--- config.mk ---
export PLATFORM = sky130hd
export DESIGN_NAME = front_end_top
export DESIGN_NICKNAME = d
export VERILOG_FILES = /design/src/hdl/front_end_pkg.sv /design/src/hdl/fetch_if.sv /design/src/hdl/inst_decoder.sv /design/src/hdl/dispatch_stage.sv /design/src/hdl/imem_fetch_unit.sv /design/src/hdl/front_end_top.sv
export SDC_FILE = /design/constraint.sdc
export NUM_CORES = 1
export LEC_CHECK = 0
export BUFFER_PORTS_ARGS = -buffer_cell sky130_fd_sc_hd__buf_4
export CAP_MARGIN = 20
export CORE_MARGIN = 10
export CORE_UTILIZATION = 49
export CTS_CLUSTER_SIZE = 16
export DETAILED_ROUTE_END_ITERATION = 10
export GPL_ROUTABILITY_DRIVEN = 0
export HOLD_SLACK_MARGIN = 0.15
export PLACE_DENSITY = 0.82
export SLEW_MARGIN = 40
export SYNTH_ARGS = -nofsm -noshare
export SYNTH_HDL_FRONTEND = slang
export SYNTH_SLANG_ARGS = --single-unit
export TNS_END_PERCENT = 10
--- constraint.sdc ---
create_clock -name clock -period 4.9 [get_ports clock]
set_input_delay 0.735 -clock clock [delete_from_list [all_inputs] [get_ports clock]]
set_output_delay 0.735 -clock clock [all_outputs]
set_load 0.01 [all_outputs]
--- src/hdl/front_end_pkg.sv ---
package front_end_pkg;

	////////////////////////////////////////
	// widths
	////////////////////////////////////////

	localparam int XLEN = 32;

	typedef logic [XLEN-1:0] inst_t;

	// x0 is hardwired, used when a slot has no register
	localparam logic [4:0] zero_reg = 5'd0;

	////////////////////////////////////////
	// encodings
	////////////////////////////////////////

	// rv32i major opcodes, bits [6:0] of the word
	typedef enum logic [6:0] {
		OPC_LUI    = 7'b0110111,
		OPC_AUIPC  = 7'b0010111,
		OPC_JAL    = 7'b1101111,
		OPC_JALR   = 7'b1100111,
		OPC_BRANCH = 7'b1100011,
		OPC_LOAD   = 7'b0000011,
		OPC_STORE  = 7'b0100011,
		OPC_OP_IMM = 7'b0010011,
		OPC_OP     = 7'b0110011,
		OPC_SYSTEM = 7'b1110011
	} opcode_e;

	typedef enum logic [3:0] {
		ALU_ADD,
		ALU_SUB,
		ALU_SLT,
		ALU_SLTU,
		ALU_AND,
		ALU_OR,
		ALU_XOR,
		ALU_SLL,
		ALU_SRL,
		ALU_SRA
	} alu_func_e;

	typedef enum logic [1:0] {
		OPA_IS_RS1,
		OPA_IS_PC,
		OPA_IS_ZERO
	} opa_sel_e;

	typedef enum logic [2:0] {
		OPB_IS_RS2,
		OPB_IS_I_IMM,
		OPB_IS_S_IMM,
		OPB_IS_B_IMM,
		OPB_IS_U_IMM,
		OPB_IS_J_IMM
	} opb_sel_e;

	// one decoded slot as handed to dispatch
	typedef struct packed {
		logic            valid;
		logic [XLEN-1:0] pc;
		logic [XLEN-1:0] npc;
		inst_t           inst;
		alu_func_e       alu_func;
		opa_sel_e        opa_select;
		opb_sel_e        opb_select;
		logic [4:0]      dest_reg_idx;
		logic [1:0][4:0] src_reg_idx;
		logic [1:0]      src_req;
		logic            rd_mem;
		logic            wr_mem;
		logic            cond_branch;
		logic            uncond_branch;
		logic            halt;
		logic            illegal;
	} decoded_inst_t;

endpackage

--- src/hdl/fetch_if.sv ---
`timescale 1ns/1ps

interface fetch_if;
	import front_end_pkg::*;

	// doubleword aligned fetch address
	logic [XLEN-1:0] address;
	logic            request;
	// line from the buffer, low word at the lower address
	logic [63:0]     doubleword;
	logic            data_valid;

	modport requester (
		output address,
		output request,
		input  doubleword,
		input  data_valid
	);

	modport server (
		input  address,
		input  request,
		output doubleword,
		output data_valid
	);

endinterface

--- src/hdl/inst_decoder.sv ---
`timescale 1ns/1ps

module inst_decoder (
	input  logic                     slot_enable,
	input  front_end_pkg::inst_t     inst,
	output logic                     valid_inst,
	output front_end_pkg::alu_func_e alu_func,
	output front_end_pkg::opa_sel_e  opa_select,
	output front_end_pkg::opb_sel_e  opb_select,
	output logic [4:0]               dest_reg_idx,
	output logic [4:0]               src_reg_idx_0,
	output logic [4:0]               src_reg_idx_1,
	output logic                     src_req_0,
	output logic                     src_req_1,
	output logic                     rd_mem,
	output logic                     wr_mem,
	output logic                     cond_branch,
	output logic                     uncond_branch,
	output logic                     halt,
	output logic                     illegal
);
	import front_end_pkg::*;

	opcode_e    opcode;
	logic [2:0] funct3;
	logic [6:0] funct7;
	logic       has_dest;

	// funct3 to alu op, alt picks sub / sra
	function automatic alu_func_e alu_op(input logic [2:0] f3, input logic alt);
		case (f3)
			3'b000:  return alt ? ALU_SUB : ALU_ADD;
			3'b001:  return ALU_SLL;
			3'b010:  return ALU_SLT;
			3'b011:  return ALU_SLTU;
			3'b100:  return ALU_XOR;
			3'b101:  return alt ? ALU_SRA : ALU_SRL;
			3'b110:  return ALU_OR;
			default: return ALU_AND;
		endcase
	endfunction

	assign opcode = opcode_e'(inst[6:0]);
	assign funct3 = inst[14:12];
	assign funct7 = inst[31:25];

	always_comb begin
		alu_func      = ALU_ADD;
		opa_select    = OPA_IS_RS1;
		opb_select    = OPB_IS_RS2;
		has_dest      = 1'b0;
		src_req_0     = 1'b0;
		src_req_1     = 1'b0;
		rd_mem        = 1'b0;
		wr_mem        = 1'b0;
		cond_branch   = 1'b0;
		uncond_branch = 1'b0;
		halt          = 1'b0;
		illegal       = 1'b0;
		if (slot_enable) begin
			case (opcode)
				OPC_LUI: begin
					has_dest   = 1'b1;
					opa_select = OPA_IS_ZERO;
					opb_select = OPB_IS_U_IMM;
				end
				OPC_AUIPC: begin
					has_dest   = 1'b1;
					opa_select = OPA_IS_PC;
					opb_select = OPB_IS_U_IMM;
				end
				OPC_JAL: begin
					has_dest      = 1'b1;
					opa_select    = OPA_IS_PC;
					opb_select    = OPB_IS_J_IMM;
					uncond_branch = 1'b1;
				end
				OPC_JALR: begin
					has_dest      = 1'b1;
					src_req_0     = 1'b1;
					opb_select    = OPB_IS_I_IMM;
					uncond_branch = 1'b1;
					illegal       = (funct3 != 3'b000);
				end
				OPC_BRANCH: begin
					src_req_0   = 1'b1;
					src_req_1   = 1'b1;
					opa_select  = OPA_IS_PC;
					opb_select  = OPB_IS_B_IMM;
					cond_branch = 1'b1;
					illegal     = (funct3 inside {3'b010, 3'b011});
				end
				OPC_LOAD: begin
					has_dest   = 1'b1;
					src_req_0  = 1'b1;
					opb_select = OPB_IS_I_IMM;
					rd_mem     = 1'b1;
					illegal    = (funct3 inside {3'b011, 3'b110, 3'b111});
				end
				OPC_STORE: begin
					src_req_0  = 1'b1;
					src_req_1  = 1'b1;
					opb_select = OPB_IS_S_IMM;
					wr_mem     = 1'b1;
					illegal    = (funct3 > 3'b010);
				end
				OPC_OP_IMM: begin
					has_dest   = 1'b1;
					src_req_0  = 1'b1;
					opb_select = OPB_IS_I_IMM;
					// addi has no sub form, only the shifts look at bit 30
					alu_func   = alu_op(funct3, funct3 == 3'b101 && inst[30]);
					if (funct3 == 3'b001) begin
						illegal = (funct7 != 7'b0000000);
					end else if (funct3 == 3'b101) begin
						illegal = !(funct7 inside {7'b0000000, 7'b0100000});
					end
				end
				OPC_OP: begin
					has_dest  = 1'b1;
					src_req_0 = 1'b1;
					src_req_1 = 1'b1;
					alu_func  = alu_op(funct3, inst[30]);
					illegal   = !(funct7 == 7'b0000000 ||
						(funct7 == 7'b0100000 && funct3 inside {3'b000, 3'b101}));
				end
				OPC_SYSTEM: begin
					// only ecall and ebreak, no csr support here
					src_req_0 = 1'b1;
					halt      = (inst == 32'h0000_0073) || (inst == 32'h0010_0073);
					illegal   = !halt;
				end
				default: begin
					illegal = 1'b1;
				end
			endcase
		end
	end

	assign valid_inst    = slot_enable && !illegal;
	assign dest_reg_idx  = has_dest ? inst[11:7] : zero_reg;
	assign src_reg_idx_0 = src_req_0 ? inst[19:15] : zero_reg;
	assign src_reg_idx_1 = src_req_1 ? inst[24:20] : zero_reg;

endmodule

--- src/hdl/dispatch_stage.sv ---
`timescale 1ns/1ps

module dispatch_stage #(
	parameter logic [front_end_pkg::XLEN-1:0] RESET_PC = '0
) (
	input  logic                             clock,
	input  logic                             reset,
	input  logic                             squash,
	input  logic [front_end_pkg::XLEN-1:0]   squash_target,
	input  logic                             dispatch_ready_0,
	input  logic                             dispatch_ready_1,
	fetch_if.requester                       fetch,
	output front_end_pkg::decoded_inst_t     slot_0,
	output front_end_pkg::decoded_inst_t     slot_1
);
	import front_end_pkg::*;

	logic [XLEN-1:0] pc_reg;
	decoded_inst_t   pkt [2];
	logic [1:0]      valid_inst;
	logic            take_0;
	logic            take_1;

	////////////////////////////////////////
	// fetch request
	////////////////////////////////////////

	assign fetch.address = {pc_reg[XLEN-1:3], 3'b000};
	// the old line is of no use in a squash cycle
	assign fetch.request = !squash;

	////////////////////////////////////////
	// slot split and decode
	////////////////////////////////////////

	for (genvar i = 0; i < 2; i++) begin : gen_slot
		logic enable;

		// slot 1 is the upper word, so it only exists from a lower-word pc
		assign enable = (i == 0) ? fetch.data_valid : fetch.data_valid && !pc_reg[2];

		assign pkt[i].inst = (i == 0 && !pc_reg[2]) ? fetch.doubleword[31:0]
		                                             : fetch.doubleword[63:32];
		assign pkt[i].pc   = pc_reg + XLEN'(4 * i);
		assign pkt[i].npc  = pc_reg + XLEN'(4 * (i + 1));

		// illegal words still go down so the rob can trap on them
		assign pkt[i].valid = valid_inst[i] || pkt[i].illegal;

		inst_decoder u_decoder (
			.slot_enable   (enable),
			.inst          (pkt[i].inst),
			.valid_inst    (valid_inst[i]),
			.alu_func      (pkt[i].alu_func),
			.opa_select    (pkt[i].opa_select),
			.opb_select    (pkt[i].opb_select),
			.dest_reg_idx  (pkt[i].dest_reg_idx),
			.src_reg_idx_0 (pkt[i].src_reg_idx[0]),
			.src_reg_idx_1 (pkt[i].src_reg_idx[1]),
			.src_req_0     (pkt[i].src_req[0]),
			.src_req_1     (pkt[i].src_req[1]),
			.rd_mem        (pkt[i].rd_mem),
			.wr_mem        (pkt[i].wr_mem),
			.cond_branch   (pkt[i].cond_branch),
			.uncond_branch (pkt[i].uncond_branch),
			.halt          (pkt[i].halt),
			.illegal       (pkt[i].illegal)
		);
	end

	assign slot_0 = pkt[0];
	assign slot_1 = pkt[1];

	////////////////////////////////////////
	// pc advance
	////////////////////////////////////////

	// slot 1 can only go together with slot 0
	assign take_0 = pkt[0].valid && dispatch_ready_0;
	assign take_1 = take_0 && pkt[1].valid && dispatch_ready_1;

	always_ff @(posedge clock) begin
		if (reset) begin
			pc_reg <= RESET_PC;
		end else if (squash) begin
			pc_reg <= squash_target;
		end else if (take_0) begin
			pc_reg <= take_1 ? pkt[1].npc : pkt[0].npc;
		end
	end

	// slot 1 valid without slot 0 would break in-order dispatch
	a_slot_order: assert property (@(posedge clock) disable iff (reset)
		slot_1.valid |-> slot_0.valid);

	// squash targets from the rob must keep the pc on a word
	a_pc_aligned: assert property (@(posedge clock) disable iff (reset)
		pc_reg[1:0] == 2'b00);

endmodule

--- src/hdl/imem_fetch_unit.sv ---
`timescale 1ns/1ps

module imem_fetch_unit (
	input  logic                           clock,
	input  logic                           reset,
	input  logic [63:0]                    wb_dat_in,
	input  logic                           wb_ack,
	fetch_if.server                        fetch,
	output logic                           wb_cyc,
	output logic                           wb_stb,
	output logic [front_end_pkg::XLEN-1:0] wb_adr
);
	import front_end_pkg::*;

	typedef enum logic {IDLE, BUSY} state_e;

	state_e          state;
	logic [63:0]     line_data;
	logic [XLEN-1:0] line_tag;
	logic            line_tag_valid;
	logic            hit;
	logic            start_read;

	// one line buffer, hit only against the current address
	assign hit               = line_tag_valid && (line_tag == fetch.address);
	assign fetch.doubleword  = line_data;
	assign fetch.data_valid  = fetch.request && hit;

	assign start_read = (state == IDLE) && fetch.request && !hit;

	assign wb_cyc = (state == BUSY);
	assign wb_stb = (state == BUSY);

	always_ff @(posedge clock) begin
		if (reset) begin
			state          <= IDLE;
			line_tag_valid <= 1'b0;
		end else if (start_read) begin
			state <= BUSY;
		end else if (state == BUSY && wb_ack) begin
			state          <= IDLE;
			line_tag_valid <= 1'b1;
		end
	end

	// stale lines land under the address they were read from
	always_ff @(posedge clock) begin
		if (start_read) begin
			wb_adr <= fetch.address;
		end
		if (state == BUSY && wb_ack) begin
			line_data <= wb_dat_in;
			line_tag  <= wb_adr;
		end
	end

	a_stb_in_cyc: assert property (@(posedge clock) disable iff (reset)
		wb_stb |-> wb_cyc);

	// classic cycle holds stb and the address until ack
	a_adr_held: assert property (@(posedge clock) disable iff (reset)
		wb_stb && !wb_ack |=> wb_stb && $stable(wb_adr));

endmodule

--- src/hdl/front_end_top.sv ---
`timescale 1ns/1ps

module front_end_top #(
	parameter logic [front_end_pkg::XLEN-1:0] RESET_PC = '0
) (
	input  logic                           clock,
	input  logic                           reset,
	input  logic                           squash,
	input  logic [front_end_pkg::XLEN-1:0] squash_target,
	input  logic                           dispatch_ready_0,
	input  logic                           dispatch_ready_1,
	input  logic [63:0]                    wb_dat_in,
	input  logic                           wb_ack,
	output logic                           wb_cyc,
	output logic                           wb_stb,
	output logic [front_end_pkg::XLEN-1:0] wb_adr,
	output front_end_pkg::decoded_inst_t   slot_0,
	output front_end_pkg::decoded_inst_t   slot_1
);

	// request / line path between pc owner and bus master
	fetch_if fetch_bus ();

	dispatch_stage #(
		.RESET_PC (RESET_PC)
	) u_dispatch (
		.clock            (clock),
		.reset            (reset),
		.squash           (squash),
		.squash_target    (squash_target),
		.dispatch_ready_0 (dispatch_ready_0),
		.dispatch_ready_1 (dispatch_ready_1),
		.fetch            (fetch_bus.requester),
		.slot_0           (slot_0),
		.slot_1           (slot_1)
	);

	imem_fetch_unit u_fetch (
		.clock     (clock),
		.reset     (reset),
		.wb_dat_in (wb_dat_in),
		.wb_ack    (wb_ack),
		.fetch     (fetch_bus.server),
		.wb_cyc    (wb_cyc),
		.wb_stb    (wb_stb),
		.wb_adr    (wb_adr)
	);

endmodule

==> results.sh, run 1 <==
export IMPL_start_util_pct=50.5
export IMPL_post_cts_resized=0
export IMPL_grt_max_degree=45
export IMPL_whs_path_depth=0
export IMPL_dieArea_um2=24600
export IMPL_finalSetupTns_ns=0
export IMPL_drcViolationCount=0
export IMPL_grt_usage_pct=26.6
export IMPL_gr_usage_met1_pct=28.2
export IMPL_cts_post_setup_buffers_inserted=0
export IMPL_worstSetupPathType="flop to output port"
export IMPL_drt_initial_drc_count=666
export IMPL_worstSkewPairLatency_ns=0.44
export IMPL_grt_busiest_layer="met2"
export IMPL_antenna_found_initial=0
export IMPL_post_synth_cell_area_avg_um2=10.1
export IMPL_totalWireLength_um=34500
export IMPL_grt_pass1_wl_um=50200
export IMPL_post_dp_cell_area_um2=11600
export IMPL_ios=394
export IMPL_synth_top_area_cell="edfxtp_1"
export IMPL_slew_headroom_pct=47.0
export IMPL_setup_viol=0
export IMPL_mostFrequentLayoutCells="buf_4 (399), edfxtp_1 (122), xnor2_1 (69)"
export IMPL_worst_r2r_path_depth=7
export IMPL_synth_cells=908
export IMPL_hp_class="flop to flop"
export IMPL_ctsHoldBuffers=0
export IMPL_cts_htree_levels=4
export IMPL_p_per_area_nw_per_um2=290
export IMPL_status="completed"
export IMPL_core_um2=18100
export IMPL_num_nets_final=1283
export IMPL_synth_area_leaders="edfxtp_1 (40%), dfxtp_1 (7.4%), buf_4 (7.3%)"
export IMPL_cp_required_ns=4.16
export IMPL_drive_above_1_share_pct=39.6
export IMPL_cts_made_buffers=17
export IMPL_fmax_ghz=0.224
export IMPL_cts_root_buf="clkbuf_16"
export IMPL_clock_tree_buffer_depth=2
export IMPL_sw_frac_of_total_pct=27.5
export IMPL_seq_area_frac_synth_pct=47.4
export IMPL_dpl_worst_slack_ns=0.991
export IMPL_ys_types=66
export IMPL_synthArstFlopShare_pct=0
export IMPL_cp_data_arrival_time_ns=3.73
export IMPL_viasPerCell=5.81
export IMPL_finalHoldViolations=0
export IMPL_worstMarginPinSlew_ns=0.772
export IMPL_period_share_pct=91.1
export IMPL_power_share_clock_pct=38.5
export IMPL_multi_input_area_um2=3830
export IMPL_cts_tree="done"
export IMPL_synth_area_um2=9160
export IMPL_crit_fanout=13
export IMPL_period_needed_ns=4.46
export IMPL_start_kind="flop"
export IMPL_diodes=0
export IMPL_r2r_slack_ns=1.72
export IMPL_synth_top_area_share_pct=40.0
export IMPL_cap_violations=0
export IMPL_ant_nets=0
export IMPL_leakagePower_nw=4.92
export IMPL_ys_ff_latch=156
export IMPL_rsz0062_at_grt="no"
export IMPL_p_int_mw=2.55
export IMPL_path_clk_slew_ns=0.07
export IMPL_num_rows=49
export IMPL_seq_area_um2=4350
export IMPL_ys_flop_type="edfxtp_1"
export IMPL_die_h_um=157
export IMPL_final_common_cell="buf_4"
export IMPL_synth_enable_flop_cells=122
export IMPL_p_sw_uw=969
export IMPL_dr_pass1_iters=7
export IMPL_layout_setup_ws_ns=0.437
export IMPL_grt_use_met2_pct=47.6
export IMPL_ir_drop_mv=0.268
export IMPL_io_buffers=390
export IMPL_dp_hpwl_um=27000
export IMPL_grt_pass1_vias=8139
export IMPL_met3_usage_pct=9.07
export IMPL_final_util_pct=67.0
export IMPL_fillCellCount=1413
export IMPL_yosys_warnings=0
export IMPL_final_area_um2=12200
export IMPL_cp_end_kind="output port"
export IMPL_p_comb_share_pct=16.3
export IMPL_fp_dieW_um=157
export IMPL_gr_total_overflow=0
export IMPL_cts_sinks=156
export IMPL_pwr_share_seq_pct=45.2
export IMPL_vias=8263
export IMPL_largest_reg_flops=64
export IMPL_clock_skew_ns=0.0128
export IMPL_wl_per_cell_um=24.3
export IMPL_syn_to_final_growth_pct=32.8
export IMPL_slew_violations=0
-- cells by family (layout without fill, tap and decap cells) --
| family | Yosys count | count (layout) | share of synthesized area (%) |
|---|---|---|---|
| xor+xnor | 88 | 88 | 8.42 |
| compound gates | 120 | 120 | 9.22 |
| buf+inv | 171 | 453 | 11.0 |
| fa+ha+maj | 3 | 3 | 0.383 |
| flops | 156 | 156 | 47.4 |
| mux | 39 | 39 | 4.62 |
| other cells | 1 | 3 | 0.0410 |
| simple gates | 330 | 330 | 18.9 |
-- synthesized netlist by cell type (all sizes together) (7+ instances only) --
cell type and n:
a211oi 7, a21oi 13, a22oi 7, a311oi 19
a31oi 8, and2 23, and3 11, buf 111
clkbuf 39, dfxtp 34, edfxtp 122, inv 19
mux2 26, mux2i 13, nand2 56, nand3 33
nand4 18, nor2 69, nor2b 25, nor3 46
nor4 13, o21ai 31, or3 12, or4 7
xnor2 69, xor2 19
-- per-stage QoR --
| stage | hold slack (ns) | instances | total power [mW] |
|---|---|---|---|
| floorplan | 0.437 | 910 | 1.90 |
| global placement | 0.434 | 1387 | 2.18 |
| detailed placement | 0.433 | 1389 | 2.19 |
| CTS | 0.450 | 1421 | 3.54 |
| global route | 0.458 | 1421 | 3.64 |
| finish | 0.452 | 1421 | 3.52 |
-- worst max-delay path, stage by stage (launching register included) --
cell       delay, ns
dfxtp_1         0.53
xnor2_1         0.20
nand4_1         0.18
nor4_1          0.59
nand4_1         0.49
inv_2           0.33
nand2_1         0.31
a2111oi_0       0.46
buf_4           0.20
-- layout make-up --
class	instances	share of cell area (%)
clock buffer	17	3.50
timing repair buffer	400	24.8
multi-input combinational	583	31.5
inverter	21	0.648
tap	229	2.36
clock inverter	15	1.43
sequential	156	35.8
-- power by group through the flow --
stage	sequential (mW)	combinational [mW]	clock, mW
3_3_place_gp	1.62	0.567	0
3_5_place_dp	1.62	0.574	0
2_1_floorplan	1.58	0.315	0
5_1_grt	1.60	0.611	1.42
6_report	1.59	0.574	1.36
4_1_cts	1.59	0.577	1.37
-- layer usage --
metal	part of all wire, %	up-vias
met2	52	568
li1	-	3732
met5	0	-
met4	3.2	0
met1	34	3891
met3	11	72
-- path summary, 6_finish.rpt --
kind	endpoint	start
max	slot_1[23]	u_dispatch.pc_reg[17]
min	u_fetch.line_tag[28]	u_fetch.wb_adr[28]
max reg2reg	u_dispatch.pc_reg[22]	u_dispatch.pc_reg[2]
min reg2reg	u_fetch.line_tag[28]	u_fetch.wb_adr[28]
No activity file was read; power rests on OpenSTA's default activity.
==> run 2, diff against run 1 <==
Settings changed: ABC_AREA set to 1, PLACE_DENSITY 0.82 to 0.81.
==> run 2 against run 1 <==
  * Sequential cell count stayed put
  * Wire length up 6.9%
  * Clock-buffer cell count is the same
  * First-iteration DRC count grew 66%
  * Sequential power hardly changed
  * Synthesized area increased by 3.0%
  * Synthesized cell count rose by 32%
  * Design area is 2.4% higher
  * Register-to-register slack about the same
  * Cell count grew 24%
  * Critical endpoint is now slot_0[20]
  * Largest cell class unchanged
==> results.sh, run 2 <==
export IMPL_start_kind="flop"
export IMPL_synth_top_area_cell="edfxtp_1"
export IMPL_start_util_pct=50.1
export IMPL_cpPeakStageDelay_ns=0.65
export IMPL_die_h_um=159
export IMPL_dp_hpwl_um=29200
export IMPL_totalWireLength_um=36900
export IMPL_seq_area_frac_synth_pct=46.0
export IMPL_synth_area_leaders="edfxtp_1 (39%), nand2_1 (11%), buf_4 (7.6%)"
export IMPL_cts_root_buf="clkbuf_16"
export IMPL_grt_usage_pct=27.7
export IMPL_synthTopCellsByCount="nand2_1 (266), nor2_1 (168), inv_1 (142), edfxtp_1 (122), buf_4 (95)"
export IMPL_post_synth_cell_area_avg_um2=7.87
export IMPL_gr_total_overflow=0
export IMPL_drive_above_1_share_pct=30.8
export IMPL_ys_types=44
export IMPL_synthArstFlopShare_pct=0
export IMPL_r2r_slack_ns=1.72
export IMPL_ctsHoldBuffers=0
export IMPL_cp_end_kind="output port"
export IMPL_ys_ff_latch=156
export IMPL_p_per_area_nw_per_um2=280
export IMPL_crit_fanout=30
export IMPL_antenna_found_initial=2
export IMPL_vias=9483
export IMPL_grt_pass1_vias=9272
export IMPL_seq_area_um2=4350
export IMPL_syn_to_final_growth_pct=32.0
export IMPL_fillCellCount=1582
export IMPL_largest_reg_flops=64
export IMPL_num_rows=50
export IMPL_path_clk_slew_ns=0.07
export IMPL_hp_class="flop to flop"
export IMPL_worstSetupPathType="flop to output port"
export IMPL_drcViolationCount=0
export IMPL_worst_r2r_path_depth=14
export IMPL_viasPerCell=5.39
export IMPL_cpMostUsedCell="nand2_1"
export IMPL_status="completed"
export IMPL_cp_required_ns=4.16
export IMPL_leakagePower_nw=5.83
export IMPL_crit_path_start="u_dispatch.pc_reg[2]"
export IMPL_fp_dieW_um=159
export IMPL_post_cts_resized=0
export IMPL_whs_ns=0.452
export IMPL_timing_rr_start="u_dispatch.pc_reg[5]"
export IMPL_synth_enable_flop_cells=122
export IMPL_grt_pass1_wl_um=54800
export IMPL_worst_path_max_delay_cell="o31ai_2"
export IMPL_cp_data_arrival_time_ns=3.23
export IMPL_ir_drop_mv=0.235
export IMPL_final_common_cell="buf_4"
export IMPL_num_nets_final=1589
export IMPL_grt_max_degree=62
export IMPL_cts_htree_levels=4
export IMPL_cap_violations=0
export IMPL_worstReg2RegEnd="u_dispatch.pc_reg[4]"
export IMPL_synth_area_um2=9440
export IMPL_whs_path_depth=0
export IMPL_totalPowerFinal_mw=3.49
export IMPL_cp_cell_sequence="buf_4 > nand2_1 > o21ai_1 > inv_1 > nand2_1 > nor2_1 > nand3_1 > nand2_1 > o31ai_2 > nor2_1 > buf_4"
export IMPL_period_share_pct=81.0
export IMPL_ys_flop_type="edfxtp_1"
export IMPL_core_um2=18800
export IMPL_synth_top_area_share_pct=38.8
export IMPL_fmax_ghz=0.252
export IMPL_ant_nets=0
export IMPL_min_delay_start="u_fetch.wb_adr[10]"
export IMPL_mostFrequentLayoutCells="buf_4 (397), nand2_1 (266), nor2_1 (168)"
export IMPL_finalSetupTns_ns=0
export IMPL_cts_post_setup_buffers_inserted=0
export IMPL_cts_made_buffers=17
export IMPL_clock_tree_buffer_depth=2
export IMPL_synth_cells=1199
export IMPL_slew_headroom_pct=46.6
export IMPL_rsz0062_at_grt="no"
export IMPL_dr_pass1_iters=5
export IMPL_slew_violations=0
export IMPL_multi_input_area_um2=3640
export IMPL_cts_tree="done"
export IMPL_worstMarginPinSlew_ns=0.800
export IMPL_worstHoldEndpoint="u_fetch.line_tag[10]"
export IMPL_clock_skew_ns=0.00922
export IMPL_wl_per_cell_um=21.0
export IMPL_cts_sinks=156
export IMPL_yosysMostFrequentCell="nand2_1"
export IMPL_yosys_warnings=0
export IMPL_dieArea_um2=25200
export IMPL_drt_initial_drc_count=1108
export IMPL_period_needed_ns=3.97
export IMPL_worstSkewPairLatency_ns=0.42
export IMPL_finalHoldViolations=0
export IMPL_io_buffers=390
export IMPL_ios=394
export IMPL_setup_viol=0
## run 2: cell types whose count changed after synthesis, sizes merged, moves of 33 or more
cell / previous run / this run
a21oi: 13 / 46
inv: 19 / 155
nand2: 56 / 267
nand3: 33 / 72
nor2: 69 / 176
xnor2: 69 / 8
## run 2: per-layer routing
layer	GRT usage, %	part of all wire [%]	vias to the layer above
met5	0	0	-
met4	12.7	4.4	0
met3	9.04	11	109
met2	49.2	50	671
met1	29.1	35	4346
li1	-	-	4357
## run 2: metrics by stage
stage	setup WS, ns	instance area, um2	std cells	util, %
after floorplan	1.18	9440	1201	-
after global placement	1.31	11900	1726	63.1
after detailed placement	1.42	11900	1726	63.1
after CTS	0.956	12400	1758	66.1
after global routing	0.661	12500	1760	66.1
final	0.930	12500	1760	66.1
## run 2: final cells by class
cell class,count,share of cell area [%]
sequential,156,34.9
multi-input combinational,757,29.3
timing repair buffer,397,23.9
inverter,156,4.72
clock buffer,17,3.42
tap,260,2.61
clock inverter,15,1.11
antenna,2,0.0402
## run 2: power breakdown
part | leakage [nW] | switching [mW] | total (mW) | internal [mW]
sequential | 1.43 | 0.0754 | 1.58 | 1.51
combinational | 4.13 | 0.358 | 0.628 | 0.269
clock | 0.274 | 0.573 | 1.28 | 0.706
total | 5.83 | 1.01 | 3.49 | 2.48
## run 2: worst max-delay path by stage
stage	cells past startpoint	slack [ns]	endpoint
floorplan	10	1.18	u_fetch.wb_adr[10]
global placement	11	1.31	slot_0[19]
detailed placement	11	1.42	slot_0[21]
CTS	11	0.96	slot_0[21]
global route	11	0.66	slot_0[20]
finish	11	0.93	slot_0[20]
## run 2: cell families after synthesis
| kind of cell | share of synthesized area [%] |
|---|---|
| buf+inv | 15.6 |
| xor+xnor | 4.83 |
| fa+ha+maj | 0.265 |
| compound gates | 7.24 |
| simple gates | 26.0 |
| other cells | 0.0397 |
| flops | 46.0 |
## run 2: worst max-delay path: cells and delay by family, from the launching register on
kind / cells / cell delay [ns]
DFF: 1 / 0.63
AOI/OAI and AO/OA: 2 / 0.84
and+or+nand+nor: 6 / 0.65
buffers and inverters: 3 / 0.70
